--- src/verilog/memPkg.sv ---
package memPkg;

  // Byte address as issued by the core
  typedef logic [31:0] addr_t;

  // One bus and cache word
  typedef logic [31:0] word_t;

  // One enable bit per byte lane of a word
  typedef logic [3:0] byteMask_t;

  // Request from a cache toward memory
  // Held steady by the master until ready pulses
  typedef struct packed {
    // Stays high until the last beat completes
    logic  req;
    logic  write;
    // Always word aligned
    addr_t addr;
    // Ignored on reads
    word_t wdata;
  } busReq_t;

  // Response from memory toward the requester
  typedef struct packed {
    // One-cycle pulse per completed beat
    logic  ready;
    // Only meaningful while ready is high
    word_t rdata;
  } busRsp_t;

endpackage

--- src/verilog/dataCache.sv ---
`timescale 1ns/1ps

// Direct-mapped write-back, write-allocate data cache
// Byte-masked writes merge into the cached word
module dataCache #(
  parameter int BlockWords = 4,
  parameter int NumLines   = 16
) (
  input  logic              clk,
  input  logic              rstN,
  input  logic              memReadM,
  input  logic              memWriteM,
  input  memPkg::addr_t     dataAdrM,
  input  memPkg::word_t     writeDataM,
  input  memPkg::byteMask_t byteMaskM,
  input  memPkg::busRsp_t   busRsp,
  output memPkg::word_t     readDataM,
  output logic              dStall,
  output memPkg::busReq_t   busReq
);

  // Address split: tag | index | word offset | byte offset
  localparam int AddrBits = $bits(memPkg::addr_t);
  localparam int Lanes    = $bits(memPkg::byteMask_t);
  localparam int OffBits  = $clog2(BlockWords);
  localparam int IdxBits  = $clog2(NumLines);
  localparam int TagBits  = AddrBits - 2 - OffBits - IdxBits;

  typedef enum logic [1:0] {
    Idle,
    WriteBack,
    Fill
  } cacheState_t;

  cacheState_t state;

  // Word position inside the line for both victim and fill beats
  logic [OffBits-1:0] beatCnt;
  logic               lastBeat;

  // Per-line control
  logic [NumLines-1:0] valid;
  logic [NumLines-1:0] dirty;

  // Per-line payload
  logic [TagBits-1:0] tags [NumLines];
  memPkg::word_t      lineData [NumLines*BlockWords];

  // Fields of the access address
  logic [TagBits-1:0] reqTag;
  logic [IdxBits-1:0] reqIdx;
  logic [OffBits-1:0] reqOff;

  logic          access;
  logic          hit;
  logic          writeHit;
  memPkg::word_t mergedWord;

  assign reqTag = dataAdrM[AddrBits-1 -: TagBits];
  assign reqIdx = dataAdrM[2+OffBits +: IdxBits];
  assign reqOff = dataAdrM[2 +: OffBits];

  assign access = memReadM || memWriteM;
  assign hit    = valid[reqIdx] && (tags[reqIdx] == reqTag);

  // Write hits only retire from Idle
  assign writeHit = memWriteM && hit && (state == Idle);

  assign readDataM = lineData[{reqIdx, reqOff}];

  // No access means no stall, whatever the line holds
  assign dStall = access && (!hit || (state != Idle));

  assign lastBeat = &beatCnt;

  // Enabled lanes take the new bytes, the rest keep the cached ones
  always_comb begin
    mergedWord = lineData[{reqIdx, reqOff}];
    for (int b = 0; b < Lanes; b++) begin
      if (byteMaskM[b]) begin
        mergedWord[8*b +: 8] = writeDataM[8*b +: 8];
      end
    end
  end

  // Bus side of the miss FSM
  always_comb begin
    busReq.req   = 1'b0;
    busReq.write = 1'b0;
    busReq.addr  = {reqTag, reqIdx, beatCnt, 2'b00};
    busReq.wdata = lineData[{reqIdx, beatCnt}];
    case (state)
      WriteBack: begin
        // Victim goes back to the address its own tag names
        busReq.req   = 1'b1;
        busReq.write = 1'b1;
        busReq.addr  = {tags[reqIdx], reqIdx, beatCnt, 2'b00};
      end
      Fill: begin
        busReq.req = 1'b1;
      end
      default: busReq.req = 1'b0;
    endcase
  end

  // Miss FSM with valid and dirty bookkeeping
  always_ff @(posedge clk) begin
    if (!rstN) begin
      state   <= Idle;
      beatCnt <= '0;
      valid   <= '0;
      dirty   <= '0;
    end else begin
      case (state)
        Idle: begin
          if (access && !hit) begin
            beatCnt <= '0;
            // Clean or empty victims skip straight to the fill
            if (valid[reqIdx] && dirty[reqIdx]) begin
              state <= WriteBack;
            end else begin
              state <= Fill;
            end
          end else if (writeHit) begin
            dirty[reqIdx] <= 1'b1;
          end
        end
        WriteBack: begin
          if (busRsp.ready) begin
            // Counter wraps to zero for the fill
            beatCnt <= beatCnt + 1'b1;
            if (lastBeat) begin
              state <= Fill;
            end
          end
        end
        Fill: begin
          if (busRsp.ready) begin
            beatCnt <= beatCnt + 1'b1;
            if (lastBeat) begin
              valid[reqIdx] <= 1'b1;
              dirty[reqIdx] <= 1'b0;
              state         <= Idle;
            end
          end
        end
        default: state <= Idle;
      endcase
    end
  end

  // Line payload from either a write hit or a returning fill beat
  always_ff @(posedge clk) begin
    if (writeHit) begin
      lineData[{reqIdx, reqOff}] <= mergedWord;
    end
    if ((state == Fill) && busRsp.ready) begin
      lineData[{reqIdx, beatCnt}] <= busRsp.rdata;
      if (lastBeat) begin
        tags[reqIdx] <= reqTag;
      end
    end
  end

endmodule

--- config.mk ---
export PLATFORM = sky130hd
export DESIGN_NAME = dataCache
export DESIGN_NICKNAME = d
export VERILOG_FILES = /design/src/verilog/memPkg.sv /design/src/verilog/dataCache.sv
export SDC_FILE = /design/constraint.sdc
export NUM_CORES = 2
export LEC_CHECK = 0
export BUFFER_PORTS_ARGS = -buffer_cell sky130_fd_sc_hd__buf_2
export CORE_MARGIN = 4
export CORE_UTILIZATION = 50
export DETAILED_ROUTE_END_ITERATION = 10
export PLACE_DENSITY = 0.72
export SYNTH_ARGS = -nofsm -noshare
export SYNTH_HDL_FRONTEND = slang
export SYNTH_SLANG_ARGS = --single-unit
export TNS_END_PERCENT = 30
--- constraint.sdc ---
create_clock -name clk -period 7.2 [get_ports clk]
set_input_delay 1.44 -clock clk [delete_from_list [all_inputs] [get_ports clk]]
set_output_delay 1.44 -clock clk [all_outputs]
set_load 0.05 [all_outputs]
Word-level counts from Yosys, hierarchy flattened. Memories as Yosys holds them, arrays and structs flattened. Cells that the tools add are included.

Register bits after elaboration: 36. RAM bits: 2432. Input port bits: 105. Output and inout bits: 99. Memories kept: 2.

Memories: lineData (words 64, bits a word 32, rd ports 2, clocked after memory_dff 0, wr ports 1, RTL line dataCache.sv:47) `memPkg::word_t lineData [NumLines*BlockWords];`; tags (words 16, bits a word 24, rd ports 1, clocked after memory_dff 0, wr ports 1, RTL line dataCache.sv:46) `logic [TagBits-1:0] tags [NumLines];`.

Add/sub/neg operators: 1. Order comparisons: 2. Eq/ne operators: 11. Muxes and demuxes: 37. Bitwise logic cells: 4. Reductions and logical operators: 22.

Operators by type and width (number): $mux W16 (4); $mux W33 (1); $mux W32 (1); $mux W8 (4); $or A16 B16 Y16 (2); $pmux W16 S2 (1); $reduce_or A32 Y1 (1); $eq A24 B24 Y1 (1); $and A16 B16 Y16 (1); $mux W2 (8); $not A16 Y16 (1); $mux W1 (12); $ne A2 B2 Y1 const B (6); $reduce_and A5 Y1 (2); $bmux W1 S4 (2); $logic_and A1 B1 Y1 (8); $mux W6 (1); $pmux W2 S3 (1); $reduce_bool A2 Y1 (3); $lt A4 B5 Y1 const B (1); $demux W1 S4 (1); $ge A4 B1 Y1 const B (1); $ne A2 B1 Y1 const B (2); $pmux W2 S2 (1); other kinds (10) (11).

Longest topological paths before layout.
Depth after elaboration: 9. Depth in mapped cells: 16.

Least setup slack after synthesis. OpenSTA, ideal clock, no wires.

Path kind: input to register. From: in dataAdrM[4]. To: mem lineData[0][1] (netlist bit), data pin. Arrival time: 6.625 ns. Slack: 0.026 ns. Stages on the path: 13. Path buffers: 9. Cell sequence: buf_6 -> buf_6 -> buf_6 -> buf_4 -> buf_2 -> buf_2 -> buf_2 -> buf_2 -> buf_1 -> a22oi_1 -> o21ai_0 -> mux2i_1 -> a21oi_1.

RTL lines: start, declared (RTL line dataCache.sv:13) `input memPkg::addr_t dataAdrM,`; end, declared (RTL line dataCache.sv:47).

Worst setup path in the final report.
From: in dataAdrM[6]. To: out readDataM[3].

Word-level cells in the longest chain between the ends: 1.

RTL lines: $mem_v2 Z64 W32; end, declared (RTL line dataCache.sv:17) `output memPkg::word_t readDataM,`.

No other way between the ends.

==> metrics.txt <==
status complete, no violations; most common cell after layout, fill and taps aside edfxtp_1; fmax 150 MHz; I/O pin total 204; Slew HR 0.151; Root Buffer clkbuf_16; CP max FO 22; synthesized area 112000 µm²; first-pass GRT wire length 491000 µm; WL per Instance 39.3 µm; Max-Cap Viols 0; CP cell instances buf_4 > inv_2 > nand2_2 > nor2_4 > buf_4 > a22oi_1 > nand3_1 > a211oi_1 > o21ai_0 > buf_4 > buf_2; Die Span X 481 µm; Mapped Cells 5418; CP peak stage delay 800 ps; total power 34.0 mW; critical path class in -> out; minimum clock period 6650 ps; area share of the largest cell type after synthesis 0.653; Final nets 5872; CP max stage cell nor2_4; top cell type by total area after synthesis edfxtp_1; Yosys warning count 0; largest net degree at the start of global routing 108; Cell Count Post-Placement 8494; reg2reg setup slack 2340 ps; final hold viol count 0; CP Buf/Inv Count 5; die area 231000 µm²; dominant synthesized flop cell edfxtp_1; drt via density 7.20; placer's final routability congestion estimate 0.875; core area 222000 µm²; setup violators final 0; Power Dens Cells 267 nW/µm²; CTS tree done; total number of vias 64473; Filler Cells Inserted 16075; dpl hpwl 206000 µm; FP Rows 173; Worst Path Required 5760 ps; DRT iter0 DRCs 10768; clk sinks 2468; Startpoint Class primary input; asr flop ratio synth 0; initial antenna violation count 13; Total GRT Usage 0.304; Clock Skews 80.6 ps; CP arrival 5210 ps; clk_lat worst skew 900 ps; Initial Util 0.503; DRC viols 0; CTS-repair resized insts 0; Hold Crit Class reg -> reg; Die Ht 481 µm; P_leak 39.3 nW; crit path capture type output pin; CP most frequent cell buf_4; total grt overflow 0; Total Routed Length 352000 µm; Max VDD drop 0.000252 V; Final TNS setup 0 ps; max-slew violation count 0; layout cells sized above 1 0.388; First-pass DRT Iterations 7; clock slew at reported path FFs 60 ps; most frequent cells in the layout edfxtp_1 (2432), mux4_2 (1217), clkbuf_16 (243); Synth area leaders edfxtp_1 (65%), mux4_2 (25%), mux2i_1 (1.9%); EDFF count, synth 2432; # H-tree levels 4; Port Buffers 199; Layout Cells excl Fill 8951; final core utilization 0.573; Placed Area 120000 µm²; Final period util 0.923; number of global-route vias before repair 64091; #FFs+latches synth 2468; post-CTS setup buffer count 0; Max clock buf depth 3; kind of cell adding the most delay to the critical path buffers and inverters; Area Growth Syn to Fin 13.8%; DRT antenna net count 0; Hold Buf Count CTS 0; unrepaired setup endpoints after global routing false; TritonCTS buffer count 241; Syn Area/Cell 20.6 µm²; worst-margin pin slew 1260 ps; Yosys cell types 71; post-synthesis sequential area ratio 0.659; design area 127000 µm²
## flip-flops by register name (all words and copies together) (netlist names), named ones only
signal / flops
beatCnt: 2
valid: 16
state: 2
tags: 384
lineData: 2048
## final timing paths
| kind | cells past startpoint | endpoint | start |
|---|---|---|---|
| worst min-delay path | 2 | valid[6] | valid[6] |
| worst max-delay path | 11 | readDataM[3] | dataAdrM[6] |
| worst max register to register | 12 | lineData[43][17] | tags[3][8] |
| worst min register to register | 2 | valid[6] | valid[6] |
## layer usage
metal / wire (µm) / track usage / vias up / share of wire
met4: 18300 / 0.134 / 18 / 0.052
li1: - / - / 24256 / -
met1: 121000 / 0.412 / 34085 / 0.34
met2: 163000 / 0.464 / 5109 / 0.46
met5: 152 / 0.00145 / - / 0.00043
met3: 49700 / 0.0884 / 1005 / 0.14
## cells by family after synthesis
kind of cell | share of synthesized area
XOR/XNOR | 0.00172
adder cells (fa/ha/maj) | 0.000447
AND/OR/NAND/NOR | 0.0164
AO/OA/AOI/OAI | 0.0332
flip-flops | 0.659
other | 0.0000335
multiplexers | 0.271
buffers and inverters | 0.0179
## worst reg2reg max path, cell delays in order, from the launching register on
cell and delay [ps]:
edfxtp_1 360, mux4_1 500, mux4_2 500, xnor2_1 240
o31ai_1 170, nor4_4 480, nand4_2 270, nor4_4 260
buf_4 240, a31oi_4 100, buf_4 300, nor2_4 840
buf_4 340
## Yosys cell counts, drive strengths merged (6+ instances only)
cell type  instances
and2               6
o22ai             26
nand2b             8
xor2               9
a22o              22
a211oi            35
buf              215
nor2             208
nand3             28
a21oi            124
o21ai             86
inv               21
dfxtp             36
nor2b              9
nor3              15
a211o              8
o31ai              8
a221oi            18
mux2i            211
xnor2             13
o211ai            26
a31oi             23
nand2            134
a22oi            132
edfxtp          2432
clkbuf           214
o221ai            12
mux2              67
mux4            1218
## through the flow
step / hold slack (ps) / setup slack, ps
after floorplan: 431 / 26.0
after global placement: 443 / 713
after detailed placement: 460 / 699
after CTS: 477 / 675
after global routing: 503 / 584
final: 482 / 552
## layout make-up
type	count	area [µm²]	area share
inverters	22	85.1	0.000668
well taps	2975	3720	0.0292
flip-flops and latches	2468	73800	0.579
clock inverters	138	1410	0.0110
repair buffers	530	4740	0.0373
multi-input cells	2500	37300	0.293
diodes	12	30.0	0.000236
clock buffers	306	6330	0.0497
## report_power, final
part	switching (mW)	internal [mW]	leakage (nW)
logic	3.01	1.88	13.4
clock network	5.50	6.99	3.72
registers	0.0640	16.6	22.1
Note: power is estimated with default switching activity, not from simulation.
