--- src/verilog/memPkg.sv ---
package memPkg;

  // Byte address as issued by the core
  typedef logic [31:0] addr_t;

  // One bus and cache word
  typedef logic [31:0] word_t;

  // One enable bit per byte lane of a word
  typedef logic [3:0] byteMask_t;

  // Request from a cache toward memory
  // Held steady by the master until ready pulses
  typedef struct packed {
    // Stays high until the last beat completes
    logic  req;
    logic  write;
    // Always word aligned
    addr_t addr;
    // Ignored on reads
    word_t wdata;
  } busReq_t;

  // Response from memory toward the requester
  typedef struct packed {
    // One-cycle pulse per completed beat
    logic  ready;
    // Only meaningful while ready is high
    word_t rdata;
  } busRsp_t;

endpackage

--- src/verilog/busArbiter.sv ---
`timescale 1ns/1ps

// Shares the memory bus between the two caches
// Data side wins when both ask on an idle bus
module busArbiter (
  input  logic            clk,
  input  logic            rstN,
  input  memPkg::busReq_t iReq,
  input  memPkg::busReq_t dReq,
  input  memPkg::busRsp_t memRsp,
  output memPkg::busReq_t memReq,
  output memPkg::busRsp_t iRsp,
  output memPkg::busRsp_t dRsp
);

  typedef enum logic [1:0] {
    GrantNone,
    GrantInstr,
    GrantData
  } grant_t;

  // Owner from last cycle and owner for this cycle
  grant_t grantQ;
  grant_t grantNow;

  // Holder keeps the bus while its req stays up
  // Otherwise a fresh pick, data first
  always_comb begin
    if ((grantQ == GrantData) && dReq.req) begin
      grantNow = GrantData;
    end else if ((grantQ == GrantInstr) && iReq.req) begin
      grantNow = GrantInstr;
    end else if (dReq.req) begin
      grantNow = GrantData;
    end else if (iReq.req) begin
      grantNow = GrantInstr;
    end else begin
      grantNow = GrantNone;
    end
  end

  always_ff @(posedge clk) begin
    if (!rstN) begin
      grantQ <= GrantNone;
    end else begin
      grantQ <= grantNow;
    end
  end

  // Idle bus shows req low
  assign memReq = (grantNow == GrantData)  ? dReq :
                  (grantNow == GrantInstr) ? iReq : '0;

  // Ready only reaches the owner; rdata can fan out freely
  assign iRsp.ready = memRsp.ready && (grantNow == GrantInstr);
  assign iRsp.rdata = memRsp.rdata;
  assign dRsp.ready = memRsp.ready && (grantNow == GrantData);
  assign dRsp.rdata = memRsp.rdata;

endmodule

--- config.mk ---
export PLATFORM = sky130hd
export DESIGN_NAME = busArbiter
export DESIGN_NICKNAME = d
export VERILOG_FILES = /design/src/verilog/memPkg.sv /design/src/verilog/busArbiter.sv
export SDC_FILE = /design/constraint.sdc
export NUM_CORES = 1
export LEC_CHECK = 0
export BUFFER_PORTS_ARGS = -buffer_cell sky130_fd_sc_hd__buf_4
export CAP_MARGIN = 5
export CORE_AREA = 8 8 111 113
export CTS_BUF_LIST = sky130_fd_sc_hd__clkbuf_4 sky130_fd_sc_hd__clkbuf_8 sky130_fd_sc_hd__clkbuf_16
export CTS_CLUSTER_DIAMETER = 100
export CTS_CLUSTER_SIZE = 24
export DETAILED_ROUTE_END_ITERATION = 8
export DIE_AREA = 0 0 119 121
export HOLD_SLACK_MARGIN = 0.03
export PLACE_DENSITY_LB_ADDON = 0.12
export REMOVE_ABC_BUFFERS = 1
export SLEW_MARGIN = 10
export SYNTH_ARGS = -nofsm -noshare
export SYNTH_HDL_FRONTEND = slang
export SYNTH_SLANG_ARGS = --single-unit
--- constraint.sdc ---
create_clock -name clk -period 1.8 [get_ports clk]
set_input_delay 0.27 -clock clk [delete_from_list [all_inputs] [get_ports clk]]
set_output_delay 0.27 -clock clk [all_outputs]
set_load 0.05 [all_outputs]
-- Word level (Yosys, flattened, before mapping)
Cells that the tools add are included.
- equality and inequality tests: 4
- muxes and demuxes: 6
- reductions and logical operators: 4
- operators by type and width (cell ; count):
    2-to-1 mux 66 bit ; 2
    2-to-1 mux 2 bit ; 3
    == test 2 x 1 -> 1 bit, second input constant ; 2
    == test 2 bit, second input constant ; 2
    logical AND 1 bit ; 4
    2-to-1 mux 1 bit ; 1
- flip-flop bits (word level): 2
- input port bits: 167
- output and inout port bits: 132
- logic and storage cells: 15

-- Depth between registers and ports, before layout
Gate-level depths: netlist (run 1).
- depth in word-level cells: 7
- depth in mapped cells: 5
- depth with buffers taken out: 3

-- Worst setup path after synthesis (run 1)
No wires, ideal clock.
- path kind: register to output
- start: register grantQ[1]
- end: output memReq[37] in the netlist's numbering
- data arrival time: 1.350 ns
- required time: 1.530 ns
- path slack: 0.180 ns
- stages on the path, launching flop included: 6
- buffers on the path: 2
- path through: dfxtp_1 -> nand2b_1 -> a21boi_2 -> buf_4 -> buf_4 -> a22o_1
- RTL lines (element ; RTL line ; text):
    start, declared ; busArbiter.sv:23 ; grant_t grantQ;
    start signal, assigned ; busArbiter.sv:44 ; grantQ <= GrantNone;
    start signal, assigned ; busArbiter.sv:46 ; grantQ <= grantNow;
    end, declared ; busArbiter.sv:11 ; output memPkg::busReq_t memReq,

==> impl_results.md, run 1 <==
* Filler cells at 1,154
* Biggest regs: grantQ x2
* Antenna violations before repair at 0
* Pwr Density at 519 nW/µm²
* Fin. max-slew vios at 0
* I/O Pins at 299
* Global-route wire length before repair at 12,000 µm
* Worst VDD drop at 0.433 mV
* Flops & latches, synth at 2
* Arrival @ worst endpoint at 1500 ps
* Distinct cells, synth at 11
* Static leakage at 1.43 nW
* Flip-flop count of the largest register after layout at 2
* Mapped Area at 1270 µm²
* WP data required at 1530 ps
* Post-Layout Cell Count at 427
* Number of global-route vias before repair at 1,855
* Crit share post-route at 0.981
* H-tree Lvls at 1
* Num CTS Buffers at 3
* GPL Wtd Cong at 0.691
* Post-DP HPWL at 7830 µm
* Worst Hold Class: primary input to flip-flop
* Via density at 4.19
* Fin worst setup slack at 34.4 ps
* Inserted Diodes at 0
* Max-Cap Viols at 0
* FF-to-FF path depth at 5
* Area Overhead vs Synth at 113%
* Clock latency on the worst-skew pair at 200 ps
* Outcome: completed
* Register area at 40.0 µm²
* Number of warnings issued by yosys at 0
* Drt pass-1 iters at 4
* Largest net degree at the start of global routing at 41
* Crit. End Element: primary output
* Critical R2R Capture: grantQ[0]
* Final setup viols at 0
* Multi-input gate area at 642 µm²
* RSZ-0062 raised after global routing: yes
* Vias at 1,789
* Die width at 119 µm
* Post-Syn Instances at 154
* Final Hold Fails at 0
* Die height at 121 µm
* Pre-CTS setup slack at 152 ps
* Critical Path Source Type: flip-flop
* Clock Tree Root: clkbuf_8
* Max Buffers Root-to-Sink at 2
* Sink Count at 2
* WHS Path Cells at 2
* Starting Density at 0.120
* Placed insts at 422
* Share of layout cells above drive strength 1 at 0.746
* Hold endpoint: grantQ[0]
* Placed Area at 2440 µm²
* HP Start: rstN
* RR Startpoint: grantQ[1]
* Core area at 10,600 µm²
* DRC at 0
* Final net count at 456
* Internal reg-to-reg setup slack at 690 ps
* Tmin final at 1770 ps
* TritonCTS clock tree: done
* Power Total at 1.40 mW
* Crit-path max FO at 20
* Die area at 14,400 µm²
* Clock slew at reported path FFs at 30 ps
* Worst slew margin at 0.862
* Seq/Total Area, Yosys at 0.0315
* Most frequent cells in the layout: buf_4, a22o_1, buf_6
* Final WL at 9270 µm
* Fin area at 2700 µm²
* Slew @ Worst Pin at 206 ps
* PortBufs at 202
* Syn_area_per_cell at 8.25 µm²
* F_max at 566 MHz
* Gr usage total at 0.110
* Drt first-iter violations at 52
* Most common cell after layout, fill and taps aside: buf_4
* CP Class: flip-flop to primary output
* Grt ovf at 0
* Largest register by flop count: grantQ
* Core Rows at 38
* Routed len/inst at 21.7 µm
* Routed Antenna Nets at 0
* Clk_skew at 2.96 ps
metal layers:
| metal | part of all wire | global-route usage | vias up | routed length (µm) |
|---|---|---|---|---|
| li1 | - | - | 785 | - |
| met1 | 0.37 | 0.118 | 786 | 3460 |
| met4 | 0.0026 | 0.00237 | 2 | 24 |
| met5 | 0.0054 | 0.0417 | - | 50 |
| met3 | 0.21 | 0.113 | 6 | 1980 |
| met2 | 0.41 | 0.151 | 210 | 3760 |
cell usage after synthesis (all sizes together):
master	n	area, µm²
and3	2	12.5
buf	78	598
nand2b	1	6.26
nand3b	1	7.51
dfxtp	2	40.0
a22o	65	569
a21boi	1	11.3
or2	1	6.26
and2	3	18.8
cell type report:
class	instances	area share
Timing Repair Buffer	208	0.667
Tap cell	140	0.0649
Clock buffer	3	0.0153
Multi-Input combinational cell	74	0.238
Sequential cell	2	0.0148
critical path, stage by stage, from the launching register on:
cell and delay, ps:
dfxtp_1 290, nand2b_1 170, a21boi_4 160, buf_12 140, clkbuf_16 180, a22o_1 180
buf_6 170
per-stage QoR:
stage	hold slack, ps	setup TNS, ps	util
after detailed placement	489	0	0.230
after floorplan	392	-59010	-
after global routing	281	-157	0.255
final	277	0	0.255
after global placement	492	0	0.230
after CTS	278	-4.62	0.236
kinds of logic (layout without fill, tap and decap cells):
| group | count (synthesis) | count (layout) | synth area share |
|---|---|---|---|
| AOI/OAI and AO/OA | 66 | 66 | 0.457 |
| buffers and inverters | 78 | 211 | 0.471 |
| DFF | 2 | 2 | 0.0315 |
| and+or+nand+nor | 8 | 8 | 0.0404 |
power by group:
part	switching [mW]	internal, mW	total (mW)	leakage, nW
clock	0.0281	0.141	0.169	0.0216
sequential	0.00115	0.0471	0.0483	0.0166
combinational	0.666	0.518	1.18	1.39
total	0.695	0.706	1.40	1.43
worst max path at each step:
stage              start          to  slack (ps)  cells past startpoint
6_report       grantQ[1]  memReq[64]          30                      6
5_1_grt        grantQ[1]  memReq[64]         -30                      6
2_1_floorplan  grantQ[1]   memReq[0]        -890                      3
4_1_cts        grantQ[1]  memReq[16]          -5                      5
3_3_place_gp    iReq[65]  memReq[33]         180                      6
3_5_place_dp    iReq[65]   memReq[6]         150                      6
what timing repair did:
action                                 CTS  global route
setup buffers                            0             1
endpoints found under the hold margin    0             0
hold buffers                             0             0
setup endpoints to repair               30            65
pin swaps                                0             8
gates resized for setup                  6            40
cloned                                   0             1
Power figures use the tool's default switching activity.
==> run 2, diff against run 1 <==
MAX_ROUTING_LAYER = met4   (was default)
==> run 2 against run 1 <==
  * Worst setup slack improved by 6.7 ps
  * Clock power barely moved
  * Combinational power barely moved
  * Clock skew fell by 1.1 ps
  * Die area did not move
  * Hold slack improved by 1.5 ps
  * Critical path depth did not move
  * Non-clock buffer count did not move
  * Clock-buffer cell count did not move
  * Largest cell class unchanged
  * Highest routed layer is now met4
==> impl_results.md, run 2 (synthesis results as in run 1) <==
* I/O Pins at 299 (unchanged)
* Arrival @ worst endpoint at 1490 ps (about the same)
* Crit share post-route at 0.977 (-0.00371)
* Post-DP HPWL at 7830 µm (unchanged)
* Outcome: completed
* Num CTS Buffers at 3 (unchanged)
* Largest register by flop count: grantQ
* Die width at 119 µm (unchanged)
* Final TNS setup at 0 ps (unchanged)
* Biggest regs: grantQ x2
* RSZ-0062 raised after global routing: yes
* Final WL at 9230 µm (-0.38%)
* CP Class: flip-flop to primary output
* DRC at 0 (unchanged)
* Routed Antenna Nets at 0 (unchanged)
* Max-Cap Viols at 0 (unchanged)
* Global-route wire length before repair at 12,000 µm (+0.12%)
* Final Hold Fails at 0 (unchanged)
* H-tree Lvls at 1 (unchanged)
* Share of layout cells above drive strength 1 at 0.746 (unchanged)
* Internal reg-to-reg setup slack at 690 ps (about the same)
* Clock Tree Root: clkbuf_8
* Area Overhead vs Synth at 112%
* Die height at 121 µm (unchanged)
* Drt pass-1 iters at 4 (unchanged)
* Vias at 1,786 (-0.17%)
* Clk pwr share at 0.120 (about the same)
* Sink Count at 2 (unchanged)
* Fin. max-slew vios at 0 (unchanged)
* Via density at 4.18 (-0.17%)
* Most frequent cells in the layout: buf_4, a22o_1, buf_6
* Max Buffers Root-to-Sink at 2 (unchanged)
* Worst VDD drop at 0.433 mV (about the same)
* Inserted Diodes at 0 (unchanged)
* Critical Path Source Type: flip-flop
* TritonCTS clock tree: done
* Die area at 14,400 µm² (unchanged)
* WP data required at 1530 ps (about the same)
* Core area at 10,600 µm² (unchanged)
* Crit-path max FO at 20 (unchanged)
* Slew @ Worst Pin at 204 ps (-2.39 ps)
* Crit. End Element: primary output
* Clk_skew at 1.87 ps (-1.09 ps)
* Most common cell after layout, fill and taps aside: buf_4
* Net Sw Power at 693 µW (-0.33%)
* Number of global-route vias before repair at 1,836 (-1.0%)
* Pwr Density at 519 nW/µm² (about the same)
* WHS at 278 ps (+1.48 ps)
* Placed Area at 2440 µm² (unchanged)
* Fin area at 2690 µm² (-0.28%)
* Flip-flop count of the largest register after layout at 2 (unchanged)
* PortBufs at 202 (unchanged)
* Routed len/inst at 21.6 µm (-0.38%)
* Worst Hold Class: primary input to flip-flop
* Final net count at 456 (unchanged)
* Starting Density at 0.120 (unchanged)
* Antenna violations before repair at 0 (unchanged)
* Pre-CTS setup slack at 152 ps (unchanged)
* Post-layout util at 0.254 (-0.000708)
* Sw Share at 0.496 (about the same)
* Largest net degree at the start of global routing at 41 (unchanged)
* Static leakage at 1.43 nW (-0.15%)
* Placed insts at 422 (unchanged)
* Drt first-iter violations at 47 (-9.6%)
* Comb power frac at 0.845 (about the same)
* Worst slew margin at 0.864 (+0.00159)
* Clock latency on the worst-skew pair at 200 ps (about the same)
* Pint at 704 µW (-0.36%)
* Clock slew at reported path FFs at 30 ps (about the same)
* Core Rows at 38 (unchanged)
* Fin worst setup slack at 41.1 ps (+6.68 ps)
* Grt ovf at 0 (unchanged)
* Gr usage total at 0.113 (+0.00329)
* GPL Wtd Cong at 0.699 (+1.1%)
* Flop pwr share at 0.035 (about the same)
* Power Total at 1.40 mW (-0.34%)
* Post-Layout Cell Count at 427 (unchanged)
* F_max at 569 MHz (+0.38%)
* Final setup viols at 0 (unchanged)
* Tmin final at 1760 ps (-6.68 ps)
run 2: changes by cell type in the layout (fill, tap and decap cells not counted):
cell   change
buf_4      +2
buf_6      -2
run 2: final cells by class:
cell class | instances | area, µm²
sequential | 2 | 40.0
tap | 140 | 175
multi-input combinational | 74 | 642
fill | 1154 | 7910
clock buffer | 3 | 41.3
timing repair buffer | 208 | 1790
run 2: power groups by stage:
stage               Clock [mW]  Sequential, mW  Combinational (mW)
CTS                      0.173          0.0483                1.11
floorplan                    0          0.0483               0.624
finish                   0.168          0.0483                1.18
global route             0.177          0.0485                1.23
global placement             0          0.0487                1.11
detailed placement           0          0.0489                1.10
run 2: critical path: stages, from the launching register on:
cell and delay (ps):
dfxtp_1 290, nand2b_1 170, a21boi_4 160, buf_12 140, clkbuf_16 180, a22o_1 170, buf_6 170
run 2: path summary, 6_finish.rpt:
kind | from | endpoint | cells after the start
setup / recovery | grantQ[1] | memReq[64] | 6
setup reg to reg | grantQ[1] | grantQ[0] | 5
hold reg to reg | grantQ[0] | grantQ[1] | 2
hold / removal | rstN | grantQ[0] | 2
run 2: timing repair:
item                                    4_1_cts  5_1_grt
gates resized for setup                       6       38
buffers inserted                              0        1
endpoints found under the hold margin         0        0
hold buffers                                  0        0
endpoints found under the setup margin       30       65
pin swaps                                     0        8
cloned                                        0        1
run 2: routing by layer:
| metal | vias up | routed length, µm | global-route usage | part of all wire |
|---|---|---|---|---|
| met5 | - | 0 | - | 0 |
| met4 | 0 | 29 | 0.00237 | 0.0031 |
| met3 | 6 | 1700 | 0.0977 | 0.18 |
| met2 | 209 | 3730 | 0.151 | 0.40 |
| met1 | 786 | 3770 | 0.131 | 0.41 |
| li1 | 785 | - | - | - |
